[src/hdl/pack_buf_pkg.sv]
`default_nettype none

package pack_buf_pkg;

    // stream and word widths
    typedef logic [7:0]  byte_t;     // one stream byte
    typedef logic [31:0] word_t;     // lane 0 sits in bits 7:0
    typedef logic [1:0]  byte_cnt_t; // valid bytes minus one

    // lanes per packed word
    localparam int word_bytes = 4;

    // one FIFO entry, also the output word of the buffer
    typedef struct packed {
        word_t     data;
        byte_cnt_t cnt;  // 0 means a single byte
        logic      last; // closes a packet
    } pack_word_t;

    // FIFO data width at the top
    localparam int PACK_WORD_W = $bits(pack_word_t);

endpackage

`default_nettype wire
[src/hdl/pack_buf_top.sv]
`timescale 1ns/1ns
`default_nettype none

module pack_buf_top #(
    parameter int fifo_depth      = 8,
    parameter int almost_full_th  = 6,
    parameter int almost_empty_th = 2
)(
    input  wire                             clk,
    input  wire                             rst_n,

    input  wire                             byte_valid,
    input  wire pack_buf_pkg::byte_t        byte_data,
    input  wire                             byte_last,
    output logic                            byte_ready,

    output logic                            out_valid,
    output pack_buf_pkg::pack_word_t        out_word,
    input  wire                             out_ready,

    output logic                            buf_almost_full,
    output logic [$clog2(fifo_depth):0]     buf_cnt
);

    pack_buf_pkg::pack_word_t fifo_din;
    pack_buf_pkg::pack_word_t fifo_dout;
    logic                     fifo_wen;
    logic                     fifo_full_n;
    logic                     fifo_ren;
    logic                     fifo_empty_n;
    logic                     fifo_almost_empty;

    byte_packer u_packer (
        .clk         (clk),
        .rst_n       (rst_n),
        .byte_valid  (byte_valid),
        .byte_data   (byte_data),
        .byte_last   (byte_last),
        .byte_ready  (byte_ready),
        .fifo_full_n (fifo_full_n),
        .fifo_wen    (fifo_wen),
        .fifo_din    (fifo_din)
    );

    fifo_based_on_regs #(
        .fifo_depth      (fifo_depth),
        .fifo_data_width (pack_buf_pkg::PACK_WORD_W),
        .almost_full_th  (almost_full_th),
        .almost_empty_th (almost_empty_th)
    ) u_fifo (
        .clk                 (clk),
        .rst_n               (rst_n),
        .fifo_wen            (fifo_wen),
        .fifo_din            (fifo_din),
        .fifo_full           (),
        .fifo_full_n         (fifo_full_n),
        .fifo_almost_full    (buf_almost_full),
        .fifo_almost_full_n  (),
        .fifo_ren            (fifo_ren),
        .fifo_dout           (fifo_dout),
        .fifo_empty          (),
        .fifo_empty_n        (fifo_empty_n),
        .fifo_almost_empty   (fifo_almost_empty),
        .fifo_almost_empty_n (),
        .data_cnt            (buf_cnt)
    );

    packet_release #(
        .fifo_depth (fifo_depth)
    ) u_release (
        .clk               (clk),
        .rst_n             (rst_n),
        .fifo_dout         (fifo_dout),
        .fifo_empty_n      (fifo_empty_n),
        .fifo_almost_empty (fifo_almost_empty),
        .fifo_ren          (fifo_ren),
        .wr_strobe         (fifo_wen),
        .wr_last           (fifo_din.last),
        .out_valid         (out_valid),
        .out_word          (out_word),
        .out_ready         (out_ready)
    );

endmodule

`default_nettype wire

[src/hdl/packet_release.sv]
`timescale 1ns/1ns
`default_nettype none

module packet_release #(
    parameter int fifo_depth = 8
)(
    input  wire                             clk,
    input  wire                             rst_n,

    // FIFO read side
    input  wire pack_buf_pkg::pack_word_t   fifo_dout,
    input  wire                             fifo_empty_n,
    input  wire                             fifo_almost_empty,
    output logic                            fifo_ren,

    // word entering the FIFO
    input  wire                             wr_strobe,
    input  wire                             wr_last,

    // word stream out
    output logic                            out_valid,
    output pack_buf_pkg::pack_word_t        out_word,
    input  wire                             out_ready
);

    localparam int last_cnt_w = $clog2(fifo_depth) + 1;

    typedef logic [last_cnt_w-1:0] last_cnt_t;

    last_cnt_t last_cnt_q;   // last-flagged words inside the FIFO
    logic      last_in;
    logic      last_out;
    logic      release_ok;
    logic      held_q;       // an offered word is waiting for out_ready

    assign last_in  = wr_strobe & wr_last;
    assign last_out = fifo_ren & fifo_dout.last;

    // a packet end inside, or enough words to stream
    assign release_ok = (last_cnt_q != '0) | ~fifo_almost_empty;

    assign out_valid = fifo_empty_n & (release_ok | held_q);
    assign out_word  = fifo_dout;
    assign fifo_ren  = out_valid & out_ready;

    always_ff @(posedge clk or negedge rst_n)
    begin
        if (!rst_n)
        begin
            last_cnt_q <= '0;
        end
        else if (last_in && !last_out)
        begin
            last_cnt_q <= last_cnt_q + last_cnt_t'(1);
        end
        else if (last_out && !last_in)
        begin
            last_cnt_q <= last_cnt_q - last_cnt_t'(1);
        end
    end

    // keeps out_valid up once offered
    always_ff @(posedge clk or negedge rst_n)
    begin
        if (!rst_n)
        begin
            held_q <= 1'b0;
        end
        else if (fifo_ren)
        begin
            held_q <= 1'b0;
        end
        else if (out_valid)
        begin
            held_q <= 1'b1;
        end
    end

endmodule

`default_nettype wire

[src/hdl/fifo_based_on_regs.sv]
`timescale 1ns/1ns
`default_nettype none

module fifo_based_on_regs #(
    parameter int fifo_depth      = 8,  // power of two, 4 or more
    parameter int fifo_data_width = 32,
    parameter int almost_full_th  = 6,  // 1 .. fifo_depth-1
    parameter int almost_empty_th = 2   // 1 .. fifo_depth-1
)(
    input  wire                         clk,
    input  wire                         rst_n,

    // FIFO WRITE
    input  wire                         fifo_wen,
    input  wire [fifo_data_width-1:0]   fifo_din,
    output logic                        fifo_full,
    output logic                        fifo_full_n,
    output logic                        fifo_almost_full,
    output logic                        fifo_almost_full_n,

    // FIFO READ, first word falls through
    input  wire                         fifo_ren,
    output logic [fifo_data_width-1:0]  fifo_dout,
    output logic                        fifo_empty,
    output logic                        fifo_empty_n,
    output logic                        fifo_almost_empty,
    output logic                        fifo_almost_empty_n,

    // fill level
    output logic [$clog2(fifo_depth):0] data_cnt
);

    localparam int ptr_w = $clog2(fifo_depth);
    localparam int cnt_w = ptr_w + 1;

    typedef logic [ptr_w-1:0] ptr_t;
    typedef logic [cnt_w-1:0] cnt_t;

    // count values at which a flag changes on the next step
    localparam cnt_t cnt_one  = cnt_t'(1);
    localparam cnt_t cnt_top  = cnt_t'(fifo_depth - 1);
    localparam cnt_t af_below = cnt_t'(almost_full_th - 1);
    localparam cnt_t af_above = cnt_t'(almost_full_th + 1);
    localparam cnt_t ae_below = cnt_t'(almost_empty_th - 1);
    localparam cnt_t ae_above = cnt_t'(almost_empty_th + 1);

    logic                       wr_ok;
    logic                       rd_ok;
    logic                       grow;
    logic                       shrink;
    cnt_t                       cnt_q;
    logic                       empty_q;
    logic                       full_q;
    logic                       almost_empty_q;
    logic                       almost_full_q;
    ptr_t                       rptr_nxt_q;   // kept one ahead for the fall-through load
    logic [fifo_depth-1:0]      wptr_oh_q;
    logic [fifo_data_width-1:0] mem [fifo_depth];
    logic [fifo_data_width-1:0] dout_q;

    // accepted transfers only
    assign wr_ok  = fifo_wen & ~full_q;
    assign rd_ok  = fifo_ren & ~empty_q;
    assign grow   = wr_ok & ~rd_ok;
    assign shrink = rd_ok & ~wr_ok;

    assign fifo_full           = full_q;
    assign fifo_full_n         = ~full_q;
    assign fifo_almost_full    = almost_full_q;
    assign fifo_almost_full_n  = ~almost_full_q;
    assign fifo_empty          = empty_q;
    assign fifo_empty_n        = ~empty_q;
    assign fifo_almost_empty   = almost_empty_q;
    assign fifo_almost_empty_n = ~almost_empty_q;
    assign data_cnt            = cnt_q;
    assign fifo_dout           = dout_q;

    // flags are computed from the count before the step
    always_ff @(posedge clk or negedge rst_n)
    begin
        if (!rst_n)
        begin
            cnt_q          <= '0;
            empty_q        <= 1'b1;
            full_q         <= 1'b0;
            almost_empty_q <= 1'b1;
            almost_full_q  <= 1'b0;
        end
        else if (grow)
        begin
            cnt_q          <= cnt_q + cnt_one;
            empty_q        <= 1'b0;
            full_q         <= (cnt_q == cnt_top);
            almost_empty_q <= (cnt_q <= ae_below);
            almost_full_q  <= (cnt_q >= af_below);
        end
        else if (shrink)
        begin
            cnt_q          <= cnt_q - cnt_one;
            empty_q        <= (cnt_q == cnt_one);
            full_q         <= 1'b0;
            almost_empty_q <= (cnt_q <= ae_above);
            almost_full_q  <= (cnt_q >= af_above);
        end
    end

    always_ff @(posedge clk or negedge rst_n)
    begin
        if (!rst_n)
        begin
            rptr_nxt_q <= ptr_t'(1);
        end
        else if (rd_ok)
        begin
            rptr_nxt_q <= rptr_nxt_q + ptr_t'(1);
        end
    end

    // one-hot write pointer, rotates left
    always_ff @(posedge clk or negedge rst_n)
    begin
        if (!rst_n)
        begin
            wptr_oh_q <= fifo_depth'(1);
        end
        else if (wr_ok)
        begin
            wptr_oh_q <= {wptr_oh_q[fifo_depth-2:0], wptr_oh_q[fifo_depth-1]};
        end
    end

    always_ff @(posedge clk)
    begin
        for (int i = 0; i < fifo_depth; i++)
        begin
            if (wr_ok && wptr_oh_q[i])
            begin
                mem[i] <= fifo_din;
            end
        end
    end

    // head register: reload when empty or on a read
    // a read of the only word with a write in the same cycle takes din
    always_ff @(posedge clk)
    begin
        if (empty_q || fifo_ren)
        begin
            if (!empty_q && !(wr_ok && cnt_q == cnt_one))
            begin
                dout_q <= mem[rptr_nxt_q];
            end
            else
            begin
                dout_q <= fifo_din;
            end
        end
    end

endmodule

`default_nettype wire

[src/hdl/byte_packer.sv]
`timescale 1ns/1ns
`default_nettype none

module byte_packer (
    input  wire                             clk,
    input  wire                             rst_n,

    // byte stream in
    input  wire                             byte_valid,
    input  wire pack_buf_pkg::byte_t        byte_data,
    input  wire                             byte_last,
    output logic                            byte_ready,

    // FIFO write side
    input  wire                             fifo_full_n,
    output logic                            fifo_wen,
    output pack_buf_pkg::pack_word_t        fifo_din
);

    pack_buf_pkg::word_t     hold_q;  // lanes below idx_q hold bytes
    pack_buf_pkg::byte_cnt_t idx_q;   // lane of the next byte
    logic                    completing;
    logic                    accept;

    // the fourth byte or a last byte closes the word
    assign completing = byte_last | (idx_q == 2'd3);

    // only a closing byte needs room in the FIFO
    assign byte_ready = ~completing | fifo_full_n;
    assign accept     = byte_valid & byte_ready;
    assign fifo_wen   = accept & completing;

    always_ff @(posedge clk or negedge rst_n)
    begin
        if (!rst_n)
        begin
            idx_q <= '0;
        end
        else if (fifo_wen)
        begin
            idx_q <= '0; // start a fresh word
        end
        else if (accept)
        begin
            idx_q <= idx_q + 2'd1;
        end
    end

    // holding lanes, only written below lane 3
    always_ff @(posedge clk)
    begin
        if (accept && !completing)
        begin
            hold_q[{idx_q, 3'b000} +: 8] <= byte_data;
        end
    end

    // word assembly: held lanes, the closing byte at idx_q, zeros above
    always_comb
    begin
        fifo_din.data = '0;
        for (int i = 0; i < pack_buf_pkg::word_bytes; i++)
        begin
            if (i < int'(idx_q))
            begin
                fifo_din.data[i*8 +: 8] = hold_q[i*8 +: 8];
            end
            else if (i == int'(idx_q))
            begin
                fifo_din.data[i*8 +: 8] = byte_data;
            end
        end
        fifo_din.cnt  = idx_q;     // lane index doubles as count minus one
        fifo_din.last = byte_last;
    end

endmodule

`default_nettype wire

[config.mk]
export PLATFORM = sky130hd
export DESIGN_NAME = pack_buf_top
export DESIGN_NICKNAME = d
export VERILOG_FILES = /design/src/hdl/pack_buf_pkg.sv /design/src/hdl/pack_buf_top.sv /design/src/hdl/packet_release.sv /design/src/hdl/fifo_based_on_regs.sv /design/src/hdl/byte_packer.sv
export SDC_FILE = /design/constraint.sdc
export NUM_CORES = 1
export LEC_CHECK = 0
export ABC_AREA = 1
export BUFFER_PORTS_ARGS = -buffer_cell sky130_fd_sc_hd__buf_2
export CAP_MARGIN = 25
export CORE_UTILIZATION = 45
export DETAILED_ROUTE_END_ITERATION = 12
export HOLD_SLACK_MARGIN = 0.06
export PLACE_DENSITY = 0.6
export SLEW_MARGIN = 20
export SYNTH_ARGS = -nofsm -noshare
export SYNTH_HDL_FRONTEND = slang
export SYNTH_SLANG_ARGS = --single-unit
[constraint.sdc]
create_clock -name clk -period 5.5 [get_ports clk]
set_input_delay 0.825 -clock clk [delete_from_list [all_inputs] [get_ports clk]]
set_output_delay 0.825 -clock clk [all_outputs]
set_load 0.005 [all_outputs]
**Yosys cells after proc, flatten, opt, wreduce, memory -nomap -nowiden**

Memories as Yosys holds them, arrays and structs flattened.
Cells that the tools add are included.

- Bits in registers: 93
- Latch bits: 0
- RAM bits: 280
- Bits in read-only memories: 0
- Input bits: 13
- Output and inout bits: 42
- Logic and storage cells: 121
- Memories: 1

Memory list:

| name | depth | bits a word | rd ports | clocked after memory_dff | write ports | RTL line | text |
|---|---|---|---|---|---|---|---|
| u_fifo.mem | 8 | 35 | 1 | 0 | 8 | fifo_based_on_regs.sv:58 | `logic [fifo_data_width-1:0] mem [fifo_depth];` |

- Add/subtract/negate cells: 7
- $mul: 0
- Div/mod/pow operators: 0
- Magnitude comparators: 7
- Eq/ne operators: 6
- Shifts and indexed selects: 2
- Multiplexer cells: 41
- Bitwise gates (word level): 20
- Reduce and logical (&&, ||, !) cells: 25

Operators with widths:

| kind | number |
|---|---|
| 2-to-1 mux 8 bit | 7 |
| 2-to-1 mux 35 bit | 1 |
| bitwise mux 32 bit | 1 |
| variable shift 8 x 7 -> 32 bit, first input constant | 1 |
| indexed part select 8 x 7 -> 32 bit | 1 |
| 2-to-1 mux 1 bit | 26 |
| 2-to-1 mux 4 bit | 4 |
| logical AND 1 bit | 13 |
| bitwise AND 1 bit | 10 |
| adder 4 x 1 -> 4 bit, second input constant | 2 |
| >= comparator 4 x 3 -> 1 bit, second input constant | 2 |
| nonzero test 2 bit | 4 |
| subtractor 4 x 1 -> 4 bit, second input constant | 2 |
| negation 5 -> 7 bit | 1 |
| inverter 1 bit | 6 |
| logical NOT 1 bit | 5 |
| == test 2 bit, first input constant | 2 |
| == test 4 x 1 -> 1 bit, second input constant | 1 |
| == test 4 x 3 -> 1 bit, second input constant | 1 |
| less-or-equal comparator 4 x 1 -> 1 bit, second input constant | 1 |
| less-or-equal comparator 4 x 2 -> 1 bit, second input constant | 1 |
| less-than comparator 1 x 2 -> 1 bit, first input constant | 2 |
| 2-to-1 mux 2 bit | 2 |
| OR 1 bit | 4 |
| other kinds (8) | 8 |

**Depth between registers and ports, before layout**

- Depth after elaboration: 11
- Depth in mapped cells: 16
- Gate-level depth less buffers: 15

**By module**

Synthesis repeated with hierarchy kept, for this count alone.

- Cells, all modules: 1584
- Area, all modules: 16389.5 sq um

Modules (own cells, without submodules):

| module | instances | cells each | area each (sq um) |
|---|---|---|---|
| fifo_based_on_regs | 1 | 1321 | 14212.4 |
| byte_packer | 1 | 181 | 1567.8 |
| packet_release | 1 | 82 | 609.3 |

**Worst setup path before layout**

OpenSTA, ideal clock, no wires.

- Path type: input port to flip-flop
- Start: input byte_valid
- End: memory u_fifo.mem[0][0] in the netlist's numbering, enable pin
- Setup time: 0.428 ns
- Data arrival time: 2.750 ns
- Required time: 5.072 ns
- Slack: 2.322 ns
- Cell stages on the path: 5
- Buffers on the path: 1
- Cells stage by stage: inv_1 -> nor2_1 -> nand2_4 -> buf_2 -> nor2_1

RTL lines:

| element | RTL line | text |
|---|---|---|
| from (decl) | pack_buf_top.sv:12 | `input wire byte_valid,` |
| to (decl) | fifo_based_on_regs.sv:58 |  |

==> metrics <==
status=complete, no violations; launching instance or port of the critical path=u_packer.idx_q[1]$_DFFE_PN0P_; Rel. slew slack=0.332; synthesized net count=1546; critical path class=reg2reg; CTS clk-pin slew, worst paths=0.06 ns; Layout Skew=0.0157 ns; final core utilization=0.516; count of different cell masters after synthesis=32; worst skew pair latency=0.53 ns; leading post-synthesis cells by cell area=sky130_fd_sc_hd__edfxtp_1 64%, sky130_fd_sc_hd__nand2_1 12%, sky130_fd_sc_hd__nand3_1 7.6%; via/cell ratio=5.07; standard-cell row count=68; number of DRC markers after the initial detailed-route iteration=928; total routing resource utilization after global routing=0.214; deepest clock path buffer count=3; Power per Cell Area=503 nW/µm²; vias in the first global route=10200; static leakage=0.00762 µW; number of vias in the routed layout=10400; type of the tightest min-delay check=in2async; cell type with the largest total area after synthesis=sky130_fd_sc_hd__edfxtp_1; TritonCTS sink count=365; startpoint of the worst-slack reg-to-reg timing path=u_packer.idx_q[1]$_DFFE_PN0P_; peak clock frequency supported by timing=301 MHz; RSZ-0062 raised after global routing=no; HPWL Detailed=21.7 mm; maximum number of pins on one net before global-route repair=91; number of synthesis warnings=0; average wire per cell in the routed design=18.0 µm; number of nets in the finished design=1591; input/output buffers=54; count of flip-flops with a built-in enable after synthesis=339; area added between synthesis and finish=12.3%; VDD IR-drop max=0.291 mV; share of the cycle needed by the critical path after routing=0.604; Fin Setup TNS=0 ns; core box area=34600 µm²; share of the synthesized area in the top cell type=0.640; Fin. Hold Viols=0; sequential area share after synthesis=0.682; Worst Tran Pin Value=1.00 ns; I/O pin cnt=55; Gate Count Post-Synth=1519; Reg2Reg Setup Slack=2.18 ns; CP Data Arrival Time=3.53 ns; Post-CTS Repair Setup Buffers=0; wire length of the first global-routing pass=58.4 mm; synthesis-stage register bit count=365; area enclosed by the die boundary=36100 µm²; number of hold buffers added after CTS=0; async set or reset register ratio after synthesis=0.0712; cts repair resizes=0; remaining design rule violation count=0; Die Span X=190 µm; remaining number of nets flagged by the antenna check after routing=0; startpoint types=register; number of max-cap violations=0; share of final-layout standard cells stronger than drive strength 1=0.0973; total congestion overflow after global routing=0; minimum clock period=3.32 ns; Slew Limit Fails=0; number of iterations in the first detailed-routing pass=5; Syn Std Cell Area=15900 µm²; largest driver fanout on the critical path=25; chip height=190 µm; H-tree depth=2; post-synthesis average cell area=10.5 µm²; cts bufs inserted=39; clock tree from TritonCTS=yes; endpoints failing setup=0; root buffer selected by CTS=sky130_fd_sc_hd__clkbuf_16; Routed WL=37.0 mm; CP Capture Type=register; most frequently used flop master after synthesis=sky130_fd_sc_hd__edfxtp_1; global placement routability congestion=0.838; Initial Util=0.459; Worst EP required=5.71 ns; initial antenna violation count=4
critical path: stages (launching register included):
cell and delay [ns]:
sky130_fd_sc_hd__dfrtp_1 0.72, sky130_fd_sc_hd__ha_1 0.70, sky130_fd_sc_hd__inv_8 0.10, sky130_fd_sc_hd__nand2_4 0.10
sky130_fd_sc_hd__nand2_4 0.18, sky130_fd_sc_hd__nor2_4 0.81, sky130_fd_sc_hd__buf_4 0.37
cell usage in the layout, fill, tap and decap left out, types with 2 or more instances in the layout:
| master | n |
|---|---|
| sky130_fd_sc_hd__buf_16 | 4 |
| sky130_fd_sc_hd__buf_2 | 54 |
| sky130_fd_sc_hd__buf_4 | 12 |
| sky130_fd_sc_hd__bufinv_16 | 2 |
| sky130_fd_sc_hd__clkbuf_1 | 9 |
| sky130_fd_sc_hd__clkbuf_16 | 41 |
| sky130_fd_sc_hd__clkinv_1 | 14 |
| sky130_fd_sc_hd__clkinv_2 | 8 |
| sky130_fd_sc_hd__dfrtp_1 | 21 |
| sky130_fd_sc_hd__dfstp_2 | 3 |
| sky130_fd_sc_hd__diode_2 | 3 |
| sky130_fd_sc_hd__edfxtp_1 | 339 |
| sky130_fd_sc_hd__ha_1 | 13 |
| sky130_fd_sc_hd__inv_1 | 220 |
| sky130_fd_sc_hd__inv_8 | 2 |
| sky130_fd_sc_hd__nand2_1 | 518 |
| sky130_fd_sc_hd__nand2_2 | 12 |
| sky130_fd_sc_hd__nand2_4 | 2 |
| sky130_fd_sc_hd__nand3_1 | 241 |
| sky130_fd_sc_hd__nand4_1 | 2 |
| sky130_fd_sc_hd__nor2_1 | 35 |
| sky130_fd_sc_hd__nor2_4 | 9 |
| sky130_fd_sc_hd__o21ai_0 | 7 |
| sky130_fd_sc_hd__o21bai_1 | 8 |
| sky130_fd_sc_hd__xnor2_1 | 4 |
| sky130_fd_sc_hd__xor2_1 | 2 |
registers in the layout, summed over array words and instances, names as in the netlist:
register                  flops
u_release.last_cnt_q          4
u_fifo.fifo_empty             1
u_fifo.data_cnt               4
u_fifo.fifo_almost_empty      1
u_fifo.mem                  280
u_packer.idx_q                2
u_packer.hold_q              24
u_fifo.fifo_almost_full       1
u_fifo.fifo_full              1
u_fifo.wptr_oh_q              8
u_release.held_q              1
u_fifo.rptr_nxt_q             3
u_fifo.fifo_dout             35
path summary, 6_finish.rpt:
path / to / cells past startpoint
worst max-delay path: u_fifo.mem[7][18]$_DFFE_PP_ / 6
worst min register to register: u_release.held_q$_DFFE_PN0P_ / 2
worst min-delay path: u_packer.idx_q[0]$_DFFE_PN0P_ / 1
min in group clk: u_release.held_q$_DFFE_PN0P_ / 2
max in group asynchronous: u_fifo.rptr_nxt_q[1]$_DFFE_PN0P_ / 1
worst max register to register: u_fifo.mem[7][18]$_DFFE_PP_ / 6
cell usage after synthesis (2+ instances only):
cell type                  count
sky130_fd_sc_hd__xor2_1        2
sky130_fd_sc_hd__nand2_1     519
sky130_fd_sc_hd__clkbuf_1     13
sky130_fd_sc_hd__o21bai_1      8
sky130_fd_sc_hd__dfstp_2       4
sky130_fd_sc_hd__o21ai_0       7
sky130_fd_sc_hd__nand3_1     241
sky130_fd_sc_hd__nand4_1       2
sky130_fd_sc_hd__buf_6         7
sky130_fd_sc_hd__inv_8         2
sky130_fd_sc_hd__nor2_1       43
sky130_fd_sc_hd__inv_1       220
sky130_fd_sc_hd__inv_2         2
sky130_fd_sc_hd__clkinv_1      3
sky130_fd_sc_hd__buf_2        41
sky130_fd_sc_hd__nand2_4       2
sky130_fd_sc_hd__nand2_2      11
sky130_fd_sc_hd__buf_4         2
sky130_fd_sc_hd__edfxtp_1    339
sky130_fd_sc_hd__dfrtp_1      22
sky130_fd_sc_hd__xnor2_1       4
sky130_fd_sc_hd__ha_1         13
sky130_fd_sc_hd__buf_1         3
routing by layer:
| metal | track usage | vias up | wire length (µm) |
|---|---|---|---|
| li1 | - | 5034 | - |
| met1 | 0.309 | 5029 | 16700 |
| met2 | 0.334 | 287 | 17000 |
| met3 | 0.0339 | 51 | 2670 |
| met4 | 0.0586 | 2 | 695 |
| met5 | 0 | - | 16 |
cells by family (layout without fill, tap and decap cells):
group	Yosys count	in the layout	synth area share
other	0	3	0
buffers and inverters	295	369	0.0788
flip-flops	365	365	0.682
AND/OR/NAND/NOR	820	820	0.217
adder cells (fa/ha/maj)	14	14	0.0115
XOR/XNOR	6	6	0.00331
AO/OA/AOI/OAI	19	19	0.00764
through the flow:
step | cells | total power (µW) | setup slack [ns] | area [µm²] | hold slack [ns]
3_3_place_gp | 1973 | 6510 | 2.29 | 16500 | 0.475
3_5_place_dp | 1978 | 6590 | 2.18 | 16600 | 0.486
4_1_cts | 2048 | 9050 | 2.15 | 17800 | 0.333
2_1_floorplan | 1519 | 5680 | 2.32 | 15900 | 0.454
5_1_grt | 2048 | 9540 | 1.93 | 17800 | 0.368
6_report | 2051 | 8970 | 2.18 | 17900 | 0.321
where the power goes:
part | total [µW] | internal [µW] | leakage [µW] | switching (µW)
clock | 2480 | 1450 | 0.000589 | 1030
sequential | 3820 | 3610 | 0.00346 | 205
combinational | 2670 | 817 | 0.00357 | 1860
total | 8970 | 5880 | 0.00762 | 3090
layout make-up:
type | count | area [µm²]
fill | 2982 | 16800
sequential | 365 | 10800
multi-input combinational | 859 | 3870
clock buffer | 50 | 1060
inverter | 228 | 877
tap | 455 | 569
timing repair buffer | 71 | 490
clock inverter | 20 | 136
antenna | 3 | 7.51
Power figures use the tool's default switching activity.
